`config.mk`:
```
export PLATFORM = sky130hd
export DESIGN_NAME = conv_accel_top
export DESIGN_NICKNAME = d
export VERILOG_FILES = /design/src/rtl/conv_accel_pkg.sv /design/src/rtl/window_shift_reg.sv /design/src/rtl/window_mac.sv /design/src/rtl/conv_sequencer.sv /design/src/rtl/conv_accel_top.sv
export VERILOG_INCLUDE_DIRS = /design/src /design/src/rtl
export SDC_FILE = /design/constraint.sdc
export NUM_CORES = 2
export LEC_CHECK = 0
export ABC_AREA = 1
export BUFFER_PORTS_ARGS = -buffer_cell sky130_fd_sc_hd__buf_2
export CAP_MARGIN = 40
export CORE_UTILIZATION = 48
export CTS_BUF_LIST = sky130_fd_sc_hd__clkbuf_4 sky130_fd_sc_hd__clkbuf_8
export CTS_CLUSTER_DIAMETER = 150
export DETAILED_ROUTE_END_ITERATION = 8
export SETUP_SLACK_MARGIN = 0.4
export SLEW_MARGIN = 25
export SYNTH_ARGS = -nofsm -noshare
export SYNTH_HDL_FRONTEND = slang
export SYNTH_SLANG_ARGS = --single-unit
export TNS_END_PERCENT = 100
```
`constraint.sdc`:
```
create_clock -name clk -period 20.9 [get_ports clk]
set_clock_uncertainty 0.2 [all_clocks]
set_input_delay 3.135 -clock clk [delete_from_list [all_inputs] [get_ports clk]]
set_output_delay 3.135 -clock clk [all_outputs]
set_load 0.05 [all_outputs]
```
`src/rtl/conv_accel_macros.svh`:
```
`ifndef CONV_ACCEL_MACROS_SVH
`define CONV_ACCEL_MACROS_SVH

// side of the square weight window, 3 works as well
`define WT_DIM 5

// weight and ifm element width
`define PIX_W 8

// memory data word and ofm value width
`define WORD_W 32

// byte address width on both memory channels
`define ADDR_W 32

`endif

```
`src/rtl/conv_accel_pkg.sv`:
```
`include "conv_accel_macros.svh"

package conv_accel_pkg;

  typedef logic [`ADDR_W-1:0] addr_t;
  typedef logic [`WORD_W-1:0] word_t;
  typedef logic signed [`PIX_W-1:0] pixel_t;

  // dimensions, depths and loop counts
  typedef logic [15:0] dim_t;

  // low address bits picking a byte out of a word
  typedef logic [1:0] byte_lane_t;

  typedef enum logic [2:0] {
    S_IDLE      = 3'd0,
    S_FETCH_OFM = 3'd1,
    S_FETCH_WT  = 3'd2,
    S_FETCH_IFM = 3'd3,
    S_COMPUTE   = 3'd4,
    S_WRITE_OFM = 3'd5,
    S_DONE      = 3'd6
  } seq_state_t;

  // job description written by the processor
  typedef struct packed {
    addr_t ifm_base;
    addr_t wt_base;
    addr_t ofm_base;
    dim_t  ifm_dim;
    dim_t  ifm_depth;
    dim_t  ofm_dim;
    dim_t  ofm_depth;
  } conv_cfg_t;

  // word set for a 4-byte ofm read, clear for a single byte
  typedef struct packed {
    addr_t addr;
    logic  word;
  } rd_req_t;

  typedef struct packed {
    addr_t addr;
    word_t data;
  } wr_req_t;

endpackage

```
`src/rtl/window_shift_reg.sv`:
```
`include "conv_accel_macros.svh"

module window_shift_reg (
  input  logic                       clk,
  input  logic                       reset,
  input  logic                       load,
  input  logic                       shift,
  input  conv_accel_pkg::byte_lane_t lane,
  input  conv_accel_pkg::word_t      rd_data,
  output conv_accel_pkg::pixel_t     head
);
  import conv_accel_pkg::*;

  localparam int WT_SIZE = `WT_DIM * `WT_DIM;

  pixel_t win [WT_SIZE];
  pixel_t lane_byte;

  // unaligned byte reads come back as the whole word
  assign lane_byte = pixel_t'(rd_data[lane * `PIX_W +: `PIX_W]);

  // entry 0 is the oldest element, new bytes enter at the tail
  always_ff @(posedge clk) begin
    if (reset) begin
      for (int i = 0; i < WT_SIZE; i++) begin
        win[i] <= '0;
      end
    end else if (load || shift) begin
      for (int i = 0; i < WT_SIZE - 1; i++) begin
        win[i] <= win[i + 1];
      end
      // on shift the head wraps around so the window is intact after compute
      win[WT_SIZE - 1] <= load ? lane_byte : win[0];
    end
  end

  assign head = win[0];

  // fetch and compute phases of the sequencer never overlap
  load_shift_excl: assert property (@(posedge clk) disable iff (reset)
    !(load && shift));

endmodule

```
`src/rtl/window_mac.sv`:
```
`include "conv_accel_macros.svh"

module window_mac (
  input  logic                   clk,
  input  logic                   reset,
  input  logic                   shift,
  input  logic                   acc_clear,
  input  logic                   psum_load,
  input  logic                   psum_clear,
  input  conv_accel_pkg::pixel_t wt,
  input  conv_accel_pkg::pixel_t pix,
  input  conv_accel_pkg::word_t  rd_data,
  output conv_accel_pkg::word_t  result
);
  import conv_accel_pkg::*;

  localparam int PROD_W = 2 * `PIX_W;

  logic signed [PROD_W-1:0] prod;
  word_t                    prod_ext;
  word_t                    acc;
  word_t                    psum;

  // both heads are signed so this is a signed multiply
  assign prod     = wt * pix;
  assign prod_ext = {{(`WORD_W - PROD_W){prod[PROD_W-1]}}, prod};

  // one product per compute cycle, wraps at the word width
  always_ff @(posedge clk) begin
    if (reset || acc_clear) begin
      acc <= '0;
    end else if (shift) begin
      acc <= acc + prod_ext;
    end
  end

  // result of earlier input channels, read back from the ofm
  always_ff @(posedge clk) begin
    if (reset || psum_clear) begin
      psum <= '0;
    end else if (psum_load) begin
      psum <= rd_data;
    end
  end

  assign result = psum + acc;

endmodule

```
`src/rtl/conv_sequencer.sv`:
```
`include "conv_accel_macros.svh"

module conv_sequencer (
  input  logic                       clk,
  input  logic                       reset,
  input  conv_accel_pkg::conv_cfg_t  cfg,
  input  logic                       start,
  output logic                       done,
  output logic                       idle,
  output conv_accel_pkg::rd_req_t    rd_req,
  output logic                       rd_req_valid,
  input  logic                       rd_req_ready,
  input  logic                       rd_data_valid,
  output logic                       rd_data_ready,
  output conv_accel_pkg::wr_req_t    wr_req,
  output logic                       wr_req_valid,
  input  logic                       wr_req_ready,
  output logic                       wt_load,
  output logic                       ifm_load,
  output logic                       shift,
  output logic                       acc_clear,
  output logic                       psum_load,
  output logic                       psum_clear,
  output conv_accel_pkg::byte_lane_t lane,
  input  conv_accel_pkg::word_t      result
);
  import conv_accel_pkg::*;

  localparam int WT_SIZE = `WT_DIM * `WT_DIM;

  seq_state_t state;
  seq_state_t state_next;
  conv_cfg_t  cfg_q;
  logic       prep;
  logic       req_pending;
  logic       done_q;

  // sizes derived once per job
  addr_t ifm_size;
  addr_t wt_volume;
  addr_t ofm_size;

  dim_t oc;
  dim_t ic;
  dim_t ofm_y;
  dim_t ofm_x;
  dim_t win_x;
  dim_t win_y;
  dim_t shift_cnt;
  addr_t ifm_idx;

  // base-relative offsets of the current channel and row
  addr_t wt_oc_off;
  addr_t wt_ic_off;
  addr_t ifm_ch_off;
  addr_t ifm_row_off;
  addr_t ofm_ch_off;
  addr_t ofm_row_off;

  addr_t win_idx;
  addr_t wt_addr;
  addr_t ifm_addr;
  addr_t ofm_addr;

  logic fetching;
  logic start_fire;
  logic req_fire;
  logic rd_fire;
  logic wr_fire;
  logic win_x_last;
  logic win_last;
  logic last_x;
  logic last_y;
  logic last_ic;
  logic last_oc;
  logic chan_end;

  assign idle       = state == S_IDLE;
  assign fetching   = state inside {S_FETCH_OFM, S_FETCH_WT, S_FETCH_IFM};
  assign start_fire = idle && start;
  assign req_fire   = rd_req_valid && rd_req_ready;
  assign rd_fire    = rd_data_valid && rd_data_ready;
  assign wr_fire    = wr_req_valid && wr_req_ready;

  assign win_x_last = win_x == dim_t'(`WT_DIM - 1);
  assign win_last   = win_x_last && (win_y == dim_t'(`WT_DIM - 1));
  assign last_x     = ofm_x == cfg_q.ofm_dim - 16'd1;
  assign last_y     = ofm_y == cfg_q.ofm_dim - 16'd1;
  assign last_ic    = ic == cfg_q.ifm_depth - 16'd1;
  assign last_oc    = oc == cfg_q.ofm_depth - 16'd1;
  assign chan_end   = last_x && last_y;

  always_comb begin
    state_next = state;
    case (state)
      S_IDLE:      if (start) state_next = S_FETCH_WT;
      // a fresh channel needs its weight set, otherwise the window is reused
      S_FETCH_OFM: if (rd_fire) state_next = (ofm_x == '0 && ofm_y == '0) ? S_FETCH_WT
                                                                         : S_FETCH_IFM;
      S_FETCH_WT:  if (rd_fire && win_last) state_next = S_FETCH_IFM;
      S_FETCH_IFM: if (rd_fire && win_last) state_next = S_COMPUTE;
      S_COMPUTE:   if (shift_cnt == dim_t'(WT_SIZE - 1)) state_next = S_WRITE_OFM;
      S_WRITE_OFM: begin
        if (wr_fire) begin
          if (chan_end && last_ic && last_oc) begin
            state_next = S_DONE;
          end else if (chan_end) begin
            state_next = last_ic ? S_FETCH_WT : S_FETCH_OFM;
          end else begin
            // nothing to accumulate onto in input channel 0
            state_next = (ic == '0) ? S_FETCH_IFM : S_FETCH_OFM;
          end
        end
      end
      S_DONE:      state_next = S_IDLE;
      default:     state_next = S_IDLE;
    endcase
  end

  always_ff @(posedge clk) begin
    if (reset) begin
      state <= S_IDLE;
      prep  <= 1'b0;
    end else begin
      state <= state_next;
      prep  <= start_fire;
    end
  end

  always_ff @(posedge clk) begin
    if (start_fire) begin
      cfg_q <= cfg;
    end
    if (prep) begin
      ifm_size  <= addr_t'(cfg_q.ifm_dim) * addr_t'(cfg_q.ifm_dim);
      wt_volume <= addr_t'(cfg_q.ifm_depth) * addr_t'(WT_SIZE);
      ofm_size  <= addr_t'(cfg_q.ofm_dim) * addr_t'(cfg_q.ofm_dim);
    end
  end

  // only one request is in flight and the next one waits for its data beat
  always_ff @(posedge clk) begin
    if (reset || start_fire || rd_fire) begin
      req_pending <= 1'b0;
    end else if (req_fire) begin
      req_pending <= 1'b1;
    end
  end

  always_ff @(posedge clk) begin
    if (reset || start_fire) begin
      done_q <= 1'b0;
    end else if (state == S_DONE) begin
      done_q <= 1'b1;
    end
  end

  assign done = done_q || (state == S_DONE);

  // channel, row and column loops advance once per written word
  always_ff @(posedge clk) begin
    if (reset || start_fire) begin
      oc          <= '0;
      ic          <= '0;
      ofm_y       <= '0;
      ofm_x       <= '0;
      wt_oc_off   <= '0;
      wt_ic_off   <= '0;
      ifm_ch_off  <= '0;
      ifm_row_off <= '0;
      ofm_ch_off  <= '0;
      ofm_row_off <= '0;
    end else if (wr_fire) begin
      if (!last_x) begin
        ofm_x <= ofm_x + 16'd1;
      end else begin
        ofm_x <= '0;
        if (!last_y) begin
          ofm_y       <= ofm_y + 16'd1;
          ofm_row_off <= ofm_row_off + addr_t'(cfg_q.ofm_dim);
          ifm_row_off <= ifm_row_off + addr_t'(cfg_q.ifm_dim);
        end else begin
          ofm_y       <= '0;
          ofm_row_off <= '0;
          ifm_row_off <= '0;
          if (!last_ic) begin
            ic         <= ic + 16'd1;
            ifm_ch_off <= ifm_ch_off + ifm_size;
            wt_ic_off  <= wt_ic_off + addr_t'(WT_SIZE);
          end else begin
            ic         <= '0;
            ifm_ch_off <= '0;
            wt_ic_off  <= '0;
            oc         <= oc + 16'd1;
            wt_oc_off  <= wt_oc_off + wt_volume;
            ofm_ch_off <= ofm_ch_off + ofm_size;
          end
        end
      end
    end
  end

  // the ifm index jumps to the next image row at the end of each window row
  always_ff @(posedge clk) begin
    if (reset || start_fire) begin
      win_x   <= '0;
      win_y   <= '0;
      ifm_idx <= '0;
    end else if (rd_fire && (state == S_FETCH_WT || state == S_FETCH_IFM)) begin
      win_x <= win_x_last ? '0 : win_x + 16'd1;
      if (win_x_last) begin
        win_y <= win_last ? '0 : win_y + 16'd1;
      end
      if (state == S_FETCH_IFM) begin
        if (win_last) begin
          ifm_idx <= '0;
        end else if (win_x_last) begin
          ifm_idx <= ifm_idx + addr_t'(cfg_q.ifm_dim) - addr_t'(`WT_DIM - 1);
        end else begin
          ifm_idx <= ifm_idx + 32'd1;
        end
      end
    end
  end

  always_ff @(posedge clk) begin
    if (reset || !shift) begin
      shift_cnt <= '0;
    end else begin
      shift_cnt <= shift_cnt + 16'd1;
    end
  end

  assign win_idx  = addr_t'(win_y) * addr_t'(`WT_DIM) + addr_t'(win_x);
  assign wt_addr  = cfg_q.wt_base + wt_oc_off + wt_ic_off + win_idx;
  assign ifm_addr = cfg_q.ifm_base + ifm_ch_off + ifm_row_off + addr_t'(ofm_x) + ifm_idx;
  assign ofm_addr = cfg_q.ofm_base + ((ofm_ch_off + ofm_row_off + addr_t'(ofm_x)) << 2);

  always_comb begin
    rd_req.word = state == S_FETCH_OFM;
    if (state == S_FETCH_OFM) begin
      rd_req.addr = ofm_addr;
    end else if (state == S_FETCH_WT) begin
      rd_req.addr = wt_addr;
    end else begin
      rd_req.addr = ifm_addr;
    end
    wr_req.addr = ofm_addr;
    wr_req.data = result;
  end

  assign rd_req_valid  = fetching && !prep && !req_pending;
  assign rd_data_ready = fetching && !prep;
  assign wr_req_valid  = state == S_WRITE_OFM;
  assign lane          = rd_req.addr[1:0];

  assign wt_load    = rd_fire && (state == S_FETCH_WT);
  assign ifm_load   = rd_fire && (state == S_FETCH_IFM);
  assign psum_load  = rd_fire && (state == S_FETCH_OFM);
  assign shift      = state == S_COMPUTE;
  assign acc_clear  = (state_next == S_FETCH_IFM) && (state != S_FETCH_IFM);
  // zero partial sum for every pixel that belongs to input channel 0
  assign psum_clear = start_fire ||
                      (wr_fire && (chan_end ? last_ic : (ic == '0)));

  // a stalled read request keeps its address and size until the model takes it
  rd_req_hold: assert property (@(posedge clk) disable iff (reset)
    rd_req_valid && !rd_req_ready |=> rd_req_valid && $stable(rd_req));

  // a stalled write keeps its address and the finished sum until the model takes it
  wr_req_hold: assert property (@(posedge clk) disable iff (reset)
    wr_req_valid && !wr_req_ready |=> wr_req_valid && $stable(wr_req));

endmodule

```
`src/rtl/conv_accel_top.sv`:
```
module conv_accel_top (
  input  logic                       clk,
  input  logic                       reset,

  // processor side
  input  conv_accel_pkg::conv_cfg_t  cfg,
  input  logic                       start,
  output logic                       done,
  output logic                       idle,

  // read channel
  output conv_accel_pkg::rd_req_t    rd_req,
  output logic                       rd_req_valid,
  input  logic                       rd_req_ready,
  input  conv_accel_pkg::word_t      rd_data,
  input  logic                       rd_data_valid,
  output logic                       rd_data_ready,

  // write channel
  output conv_accel_pkg::wr_req_t    wr_req,
  output logic                       wr_req_valid,
  input  logic                       wr_req_ready
);
  import conv_accel_pkg::*;

  logic       wt_load;
  logic       ifm_load;
  logic       shift;
  logic       acc_clear;
  logic       psum_load;
  logic       psum_clear;
  byte_lane_t lane;
  pixel_t     wt_head;
  pixel_t     pix_head;
  word_t      result;

  conv_sequencer sequencer (
    .clk           (clk),
    .reset         (reset),
    .cfg           (cfg),
    .start         (start),
    .done          (done),
    .idle          (idle),
    .rd_req        (rd_req),
    .rd_req_valid  (rd_req_valid),
    .rd_req_ready  (rd_req_ready),
    .rd_data_valid (rd_data_valid),
    .rd_data_ready (rd_data_ready),
    .wr_req        (wr_req),
    .wr_req_valid  (wr_req_valid),
    .wr_req_ready  (wr_req_ready),
    .wt_load       (wt_load),
    .ifm_load      (ifm_load),
    .shift         (shift),
    .acc_clear     (acc_clear),
    .psum_load     (psum_load),
    .psum_clear    (psum_clear),
    .lane          (lane),
    .result        (result)
  );

  // weights and pixels rotate in lockstep during compute
  window_shift_reg wt_window (
    .clk     (clk),
    .reset   (reset),
    .load    (wt_load),
    .shift   (shift),
    .lane    (lane),
    .rd_data (rd_data),
    .head    (wt_head)
  );

  window_shift_reg ifm_window (
    .clk     (clk),
    .reset   (reset),
    .load    (ifm_load),
    .shift   (shift),
    .lane    (lane),
    .rd_data (rd_data),
    .head    (pix_head)
  );

  window_mac mac (
    .clk        (clk),
    .reset      (reset),
    .shift      (shift),
    .acc_clear  (acc_clear),
    .psum_load  (psum_load),
    .psum_clear (psum_clear),
    .wt         (wt_head),
    .pix        (pix_head),
    .rd_data    (rd_data),
    .result     (result)
  );

endmodule

```
* After elaboration in Yosys (flattened, before gate mapping)
Memory sizes are Yosys's and may differ from the RTL's. Cells that the tools add are included.
Operators by class: bitwise operators 50, $add $sub $neg 32, equality and inequality tests 15, $mul 5, shift-type cells 1, reductions and logical operators 41, muxes and demuxes 86
Operator list (number):
- two-way mux 8 bit | 52
- adder 32 bit | 11
- two-way mux 32 bit | 8
- adder 32 x 16 -> 32 bit | 4
- adder 16 x 1 -> 16 bit (second input constant) | 7
- two-way mux 16 bit | 5
- equality test 16 bit | 4
- multiplier 16 x 16 -> 32 bit | 2
- bitwise OR 1 bit | 50
- logical NOT 16 bit | 3
- subtractor 16 x 1 -> 16 bit (second input constant) | 3
- adder 32 x 1 -> 32 bit (second input constant) | 1
- adder 32 x 21 -> 32 bit | 1
- adder 32 x 5 -> 32 bit (second input constant) | 1
- equality test 16 x 3 -> 1 bit (second input constant) | 2
- indexed part select 32 x 6 -> 8 bit | 1
- subtractor 32 x 3 -> 32 bit (second input constant) | 1
- adder 30 x 16 -> 30 bit | 1
- adder 30 bit | 1
- two-way mux 3 bit | 8
- multiplier 16 x 5 -> 21 bit (second input constant) | 1
- adder 19 x 16 -> 20 bit | 1
- multiplier 16 x 3 -> 19 bit (second input constant) | 1
- logical AND 1 bit | 18
- 16 further kinds | 43
Word-level totals: memories 2, input port bits 198, memory bits (writable) 400, bits in registers 651, word-level logic and storage cells 262
Memory list:
- ifm_window.win | words 25, width 8, read ports 25, clocked after Yosys merged registers in 0, write ports 25, line window_shift_reg.sv:16 | pixel_t win [WT_SIZE];
- wt_window.win | words 25, width 8, read ports 25, clocked after Yosys merged registers in 0, write ports 25, line window_shift_reg.sv:16

* Logic depth before layout (Yosys ltp)
word-level depth 11, gate-level depth with buffers 36, gate-level depth less buffers 35

* Hierarchy
From an unflattened synthesis, not the netlist that was laid out.
Unflattened totals: cell total of the unflattened synthesis 11071, area, all modules 88039.4 µm²
By module, submodules not included:
- conv_sequencer | seq. area each 14003.4 µm², times used 1, cells an instance 8280, area an instance 63083.0 µm²
- window_shift_reg | seq. area each 6005.8 µm², times used 2, cells an instance 696, area an instance 8008.9 µm²
- window_mac | seq. area each 1281.2 µm², times used 1, cells an instance 1399, area an instance 8938.6 µm²

* Least setup slack after synthesis
Ideal clock, no wire load.
kind input-to-reg, start point input rd_data_valid, end point memory ifm_window.win[0][0] (netlist name), enable pin, arrival 8.225 ns, required time 18.618 ns, buffers on the path 1, stages 7, setup slack 10.393 ns, path through inv_1 nor2_4 inv_2 nor2_2 inv_2 clkbuf_1 nand3_1
RTL lines:
- start: declaration | line conv_accel_top.sv:16 | input logic rd_data_valid,
- end: declaration | line window_shift_reg.sv:16

==> results by group <==
Worst setup path
  • Arrival @ worst endpoint: just under 8 ns
  • Startpoint types: flop
  • Cell repeated most along the worst path: inv_1
  • Slowest stage delay, CP: 0.66 ns
  • Crit path capture type: output pin
  • R2r startpoint: ifm_window.win[0][2]
  • Kind of critical path: flop to output pin
  • WP data required: 17.57 ns
  • Crit. Startpoint: sequencer.win_y[2]
  • Slowest cell on the critical path: a22oi_1
  • Crit path max fanout: 7

Run status
  • Status: completed

STA
  • Min cycle time layout: 11.20 ns
  • Max Clk Rate: between 80 and 90 MHz
  • Final setup vio count: 0
  • RSZ-0062 raised after global routing: no
  • Hold Vio Cnt, Final: 0
  • Final worst slack: 9.70 ns
  • Worst-margin pin slew: around 0.93 ns
  • Worst Hold Margin: around 0.26 ns
  • Setup TNS: 0 ns
  • Crit share post-route: a little over half
  • Relative slew slack: a little under two fifths
  • Fin. max-slew vios: 0

Routing
  • TritonRoute pass-1 iters: 8
  • Routed len/inst: between 15 and 20 µm
  • Total Wirelength: roughly 250 mm
  • Vias: around 70,000
  • Via density: ~5.2
  • Initial drt markers: between 4,000 and 5,000
  • DRC Markers: 0
  • DRT antenna net count: 0

Clocking
  • Clock sinks: 1,043
  • Post-CTS sizing: 0
  • H-Tree Depth: 4
  • Hold Buf Count CTS: 0
  • Post-CTS setup repair buffer count: 0
  • Clock transition at path regs: around 0.060 ns
  • CTS Root Cell: clkbuf_8
  • Worst skew pair latency: a little under 1 ns
  • CTS tree: built
  • Clock buffer depth: 3
  • CTS buffer count: between 150 and 200

Die
  • Core ar.: 0.176 mm²
  • Boundary pin count: 300
  • Die height: approximately 420 µm
  • Die width: 424 µm
  • Row count: ~150
  • Starting density of the core: 48.4%
  • Die area: about 0.18 mm²

Synthesis
  • Yosys cell types: 67
  • Sequential area share after synthesis: between 30% and 40%
  • Yosys warns: 0
  • Net count of the mapped netlist: 12,000
  • Syn Area/Cell: roughly 8.1 µm²
  • Gate Count Post-Synth: about 11,000
  • Synth Flop Type: edfxtp_1
  • Ys async rst share: 0%
  • Mapped cell area: approximately 0.085 mm²
  • Yosys reg bits: approximately 1,000
  • Post-synth EDFFs: roughly 640

Power
  • Worst VDD drop: about 170 µV
  • Leakage power: between 40 and 50 nW
  • PD cells: around 96 mW/mm²

Placement
  • Post-DP HPWL: around 200 mm
  • Placer Congestion: between 0.9 and 1
  • Pre-CTS setup slack: roughly 11 ns
  • Buffers on Ports: roughly 300

Finish
  • Sequential cell area: 0.0273 mm²
  • Synth-to-layout area growth: 10.4%
  • Nets: approximately 12,000
  • FILL cells: 16,800
  • Most frequent cells in the layout: 2,170 x inv_1, 1,799 x nand2_1, 1,037 x nor2_1
  • Share of post-route cells with drive strength above 1: 8.14%
  • Multi-input logic area: ~0.05 mm²
  • Commonest non-fill, non-tap cell in the layout: inv_1

Worst hold path
  • HP Class: flop to flop
  • Hold Crit Start: sequencer.shift_cnt[0]

GRT
  • Vias in the first global route: about 70,000
  • Antenna violations before repair: 7
  • GR Overflow Total: 0
  • Largest net degree at the start of global routing: about 90
  • Wire length of the first global-routing pass: 394 mm
  • Total GRT Usage: between 20 and 30%

Flow run
  • Total of max-cap violations: 0
==> kinds of logic after synthesis <==
logic type      after synthesis  synth area share, %
buf+inv                    2449                 10.9
compound gates             1575                 10.2
simple gates               3761                 18.7
mux                           1               0.0117
xor+xnor                    429                 4.41
flops                      1043                 31.9
fa+ha+maj                  1296                 23.9
==> Yosys cell counts, types with 38 or more instances <==
library cell / count / area share (%)
clkbuf_1: 178 / 0.78
inv_1: 2171 / 9.5
xor2_1: 276 / 2.8
fa_1: 559 / 13
ha_1: 737 / 11
a21oi_1: 760 / 4.5
nand2_1: 1801 / 7.9
nand3_1: 390 / 2.3
dfxtp_1: 402 / 9.4
nor2_2: 43 / 0.31
nand4_1: 134 / 0.98
edfxtp_1: 641 / 23
a31oi_1: 55 / 0.40
a21o_1: 46 / 0.40
nor2_1: 1039 / 4.6
o21bai_1: 38 / 0.33
o21ai_0: 447 / 2.6
xnor2_1: 152 / 1.6
nor3_1: 171 / 1.0
nor4_1: 60 / 0.44
==> flip-flops by register name, summed over array words and instances (netlist names), 21 cells and up <==
| register | count |
|---|---|
| sequencer.ofm_size | 29 |
| sequencer.ifm_ch_off | 32 |
| sequencer.ofm_row_off | 30 |
| sequencer.wt_ic_off | 32 |
| sequencer.ofm_ch_off | 30 |
| sequencer.cfg_q | 160 |
| wt_window.win | 200 |
| ifm_window.win | 200 |
| sequencer.ifm_idx | 32 |
| sequencer.ifm_row_off | 32 |
| sequencer.wt_volume | 21 |
| mac.acc | 32 |
| sequencer.ifm_size | 31 |
| sequencer.wt_oc_off | 32 |
| mac.psum | 32 |
==> power by group <==
group | switching (mW) | internal [mW]
Sequential | 0.0722 | 2.51
Combinational | 2.74 | 1.63
Clock | 0.943 | 1.19
Total | 3.75 | 5.33
==> layer usage <==
layer / GRT usage [%] / part of all wire (%) / vias up / wire [µm]
li1: - / - / 34500 / -
met1: 35.3 / 43 / 33200 / 108000
met2: 48.4 / 48 / 1594 / 123000
met3: 3.11 / 4.1 / 413 / 10300
met4: 14.0 / 5.1 / 0 / 12800
met5: 0 / 0 / - / 0
==> path summary, 6_finish.rpt <==
kind	slack [ns]	to	cells past startpoint
setup reg to reg	13.71	mac.acc[31]	34
setup / recovery	9.70	rd_req[16]	31
hold reg to reg	0.26	sequencer.shift_cnt[0]	1
hold / removal	0.26	sequencer.shift_cnt[0]	1
==> cell type report <==
| cell class | count | area share, % |
|---|---|---|
| diodes | 3 | 0.00796 |
| multi-input cells | 7062 | 51.9 |
| clock buffers | 266 | 3.55 |
| well taps | 2340 | 3.10 |
| repair buffers | 409 | 2.86 |
| flip-flops and latches | 1043 | 28.9 |
| inverters | 2204 | 8.79 |
| clock inverters | 87 | 0.873 |
==> worst max-delay path: cells and delay by family (launching register included) <==
kind / cells / cell delay, ns
flops: 1 / 0.50
xor+xnor: 1 / 0.15
simple gates: 9 / 1.12
buf+inv: 7 / 0.75
fa+ha+maj: 6 / 2.43
compound gates: 8 / 1.95
==> per-stage QoR <==
| step | std cells | util (%) | total power [mW] | cell area, µm² |
|---|---|---|---|---|
| after detailed placement | 13000 | 51.0 | 7.00 | 90000 |
| after CTS | 13400 | 53.3 | 9.18 | 94100 |
| after global placement | 13000 | 50.6 | 6.93 | 89400 |
| after floorplan | 10600 | - | 5.92 | 85400 |
| after global routing | 13400 | 53.4 | 9.89 | 94300 |
| final | 13400 | 53.4 | 9.08 | 94300 |
Note: power is estimated with default switching activity, not from simulation.
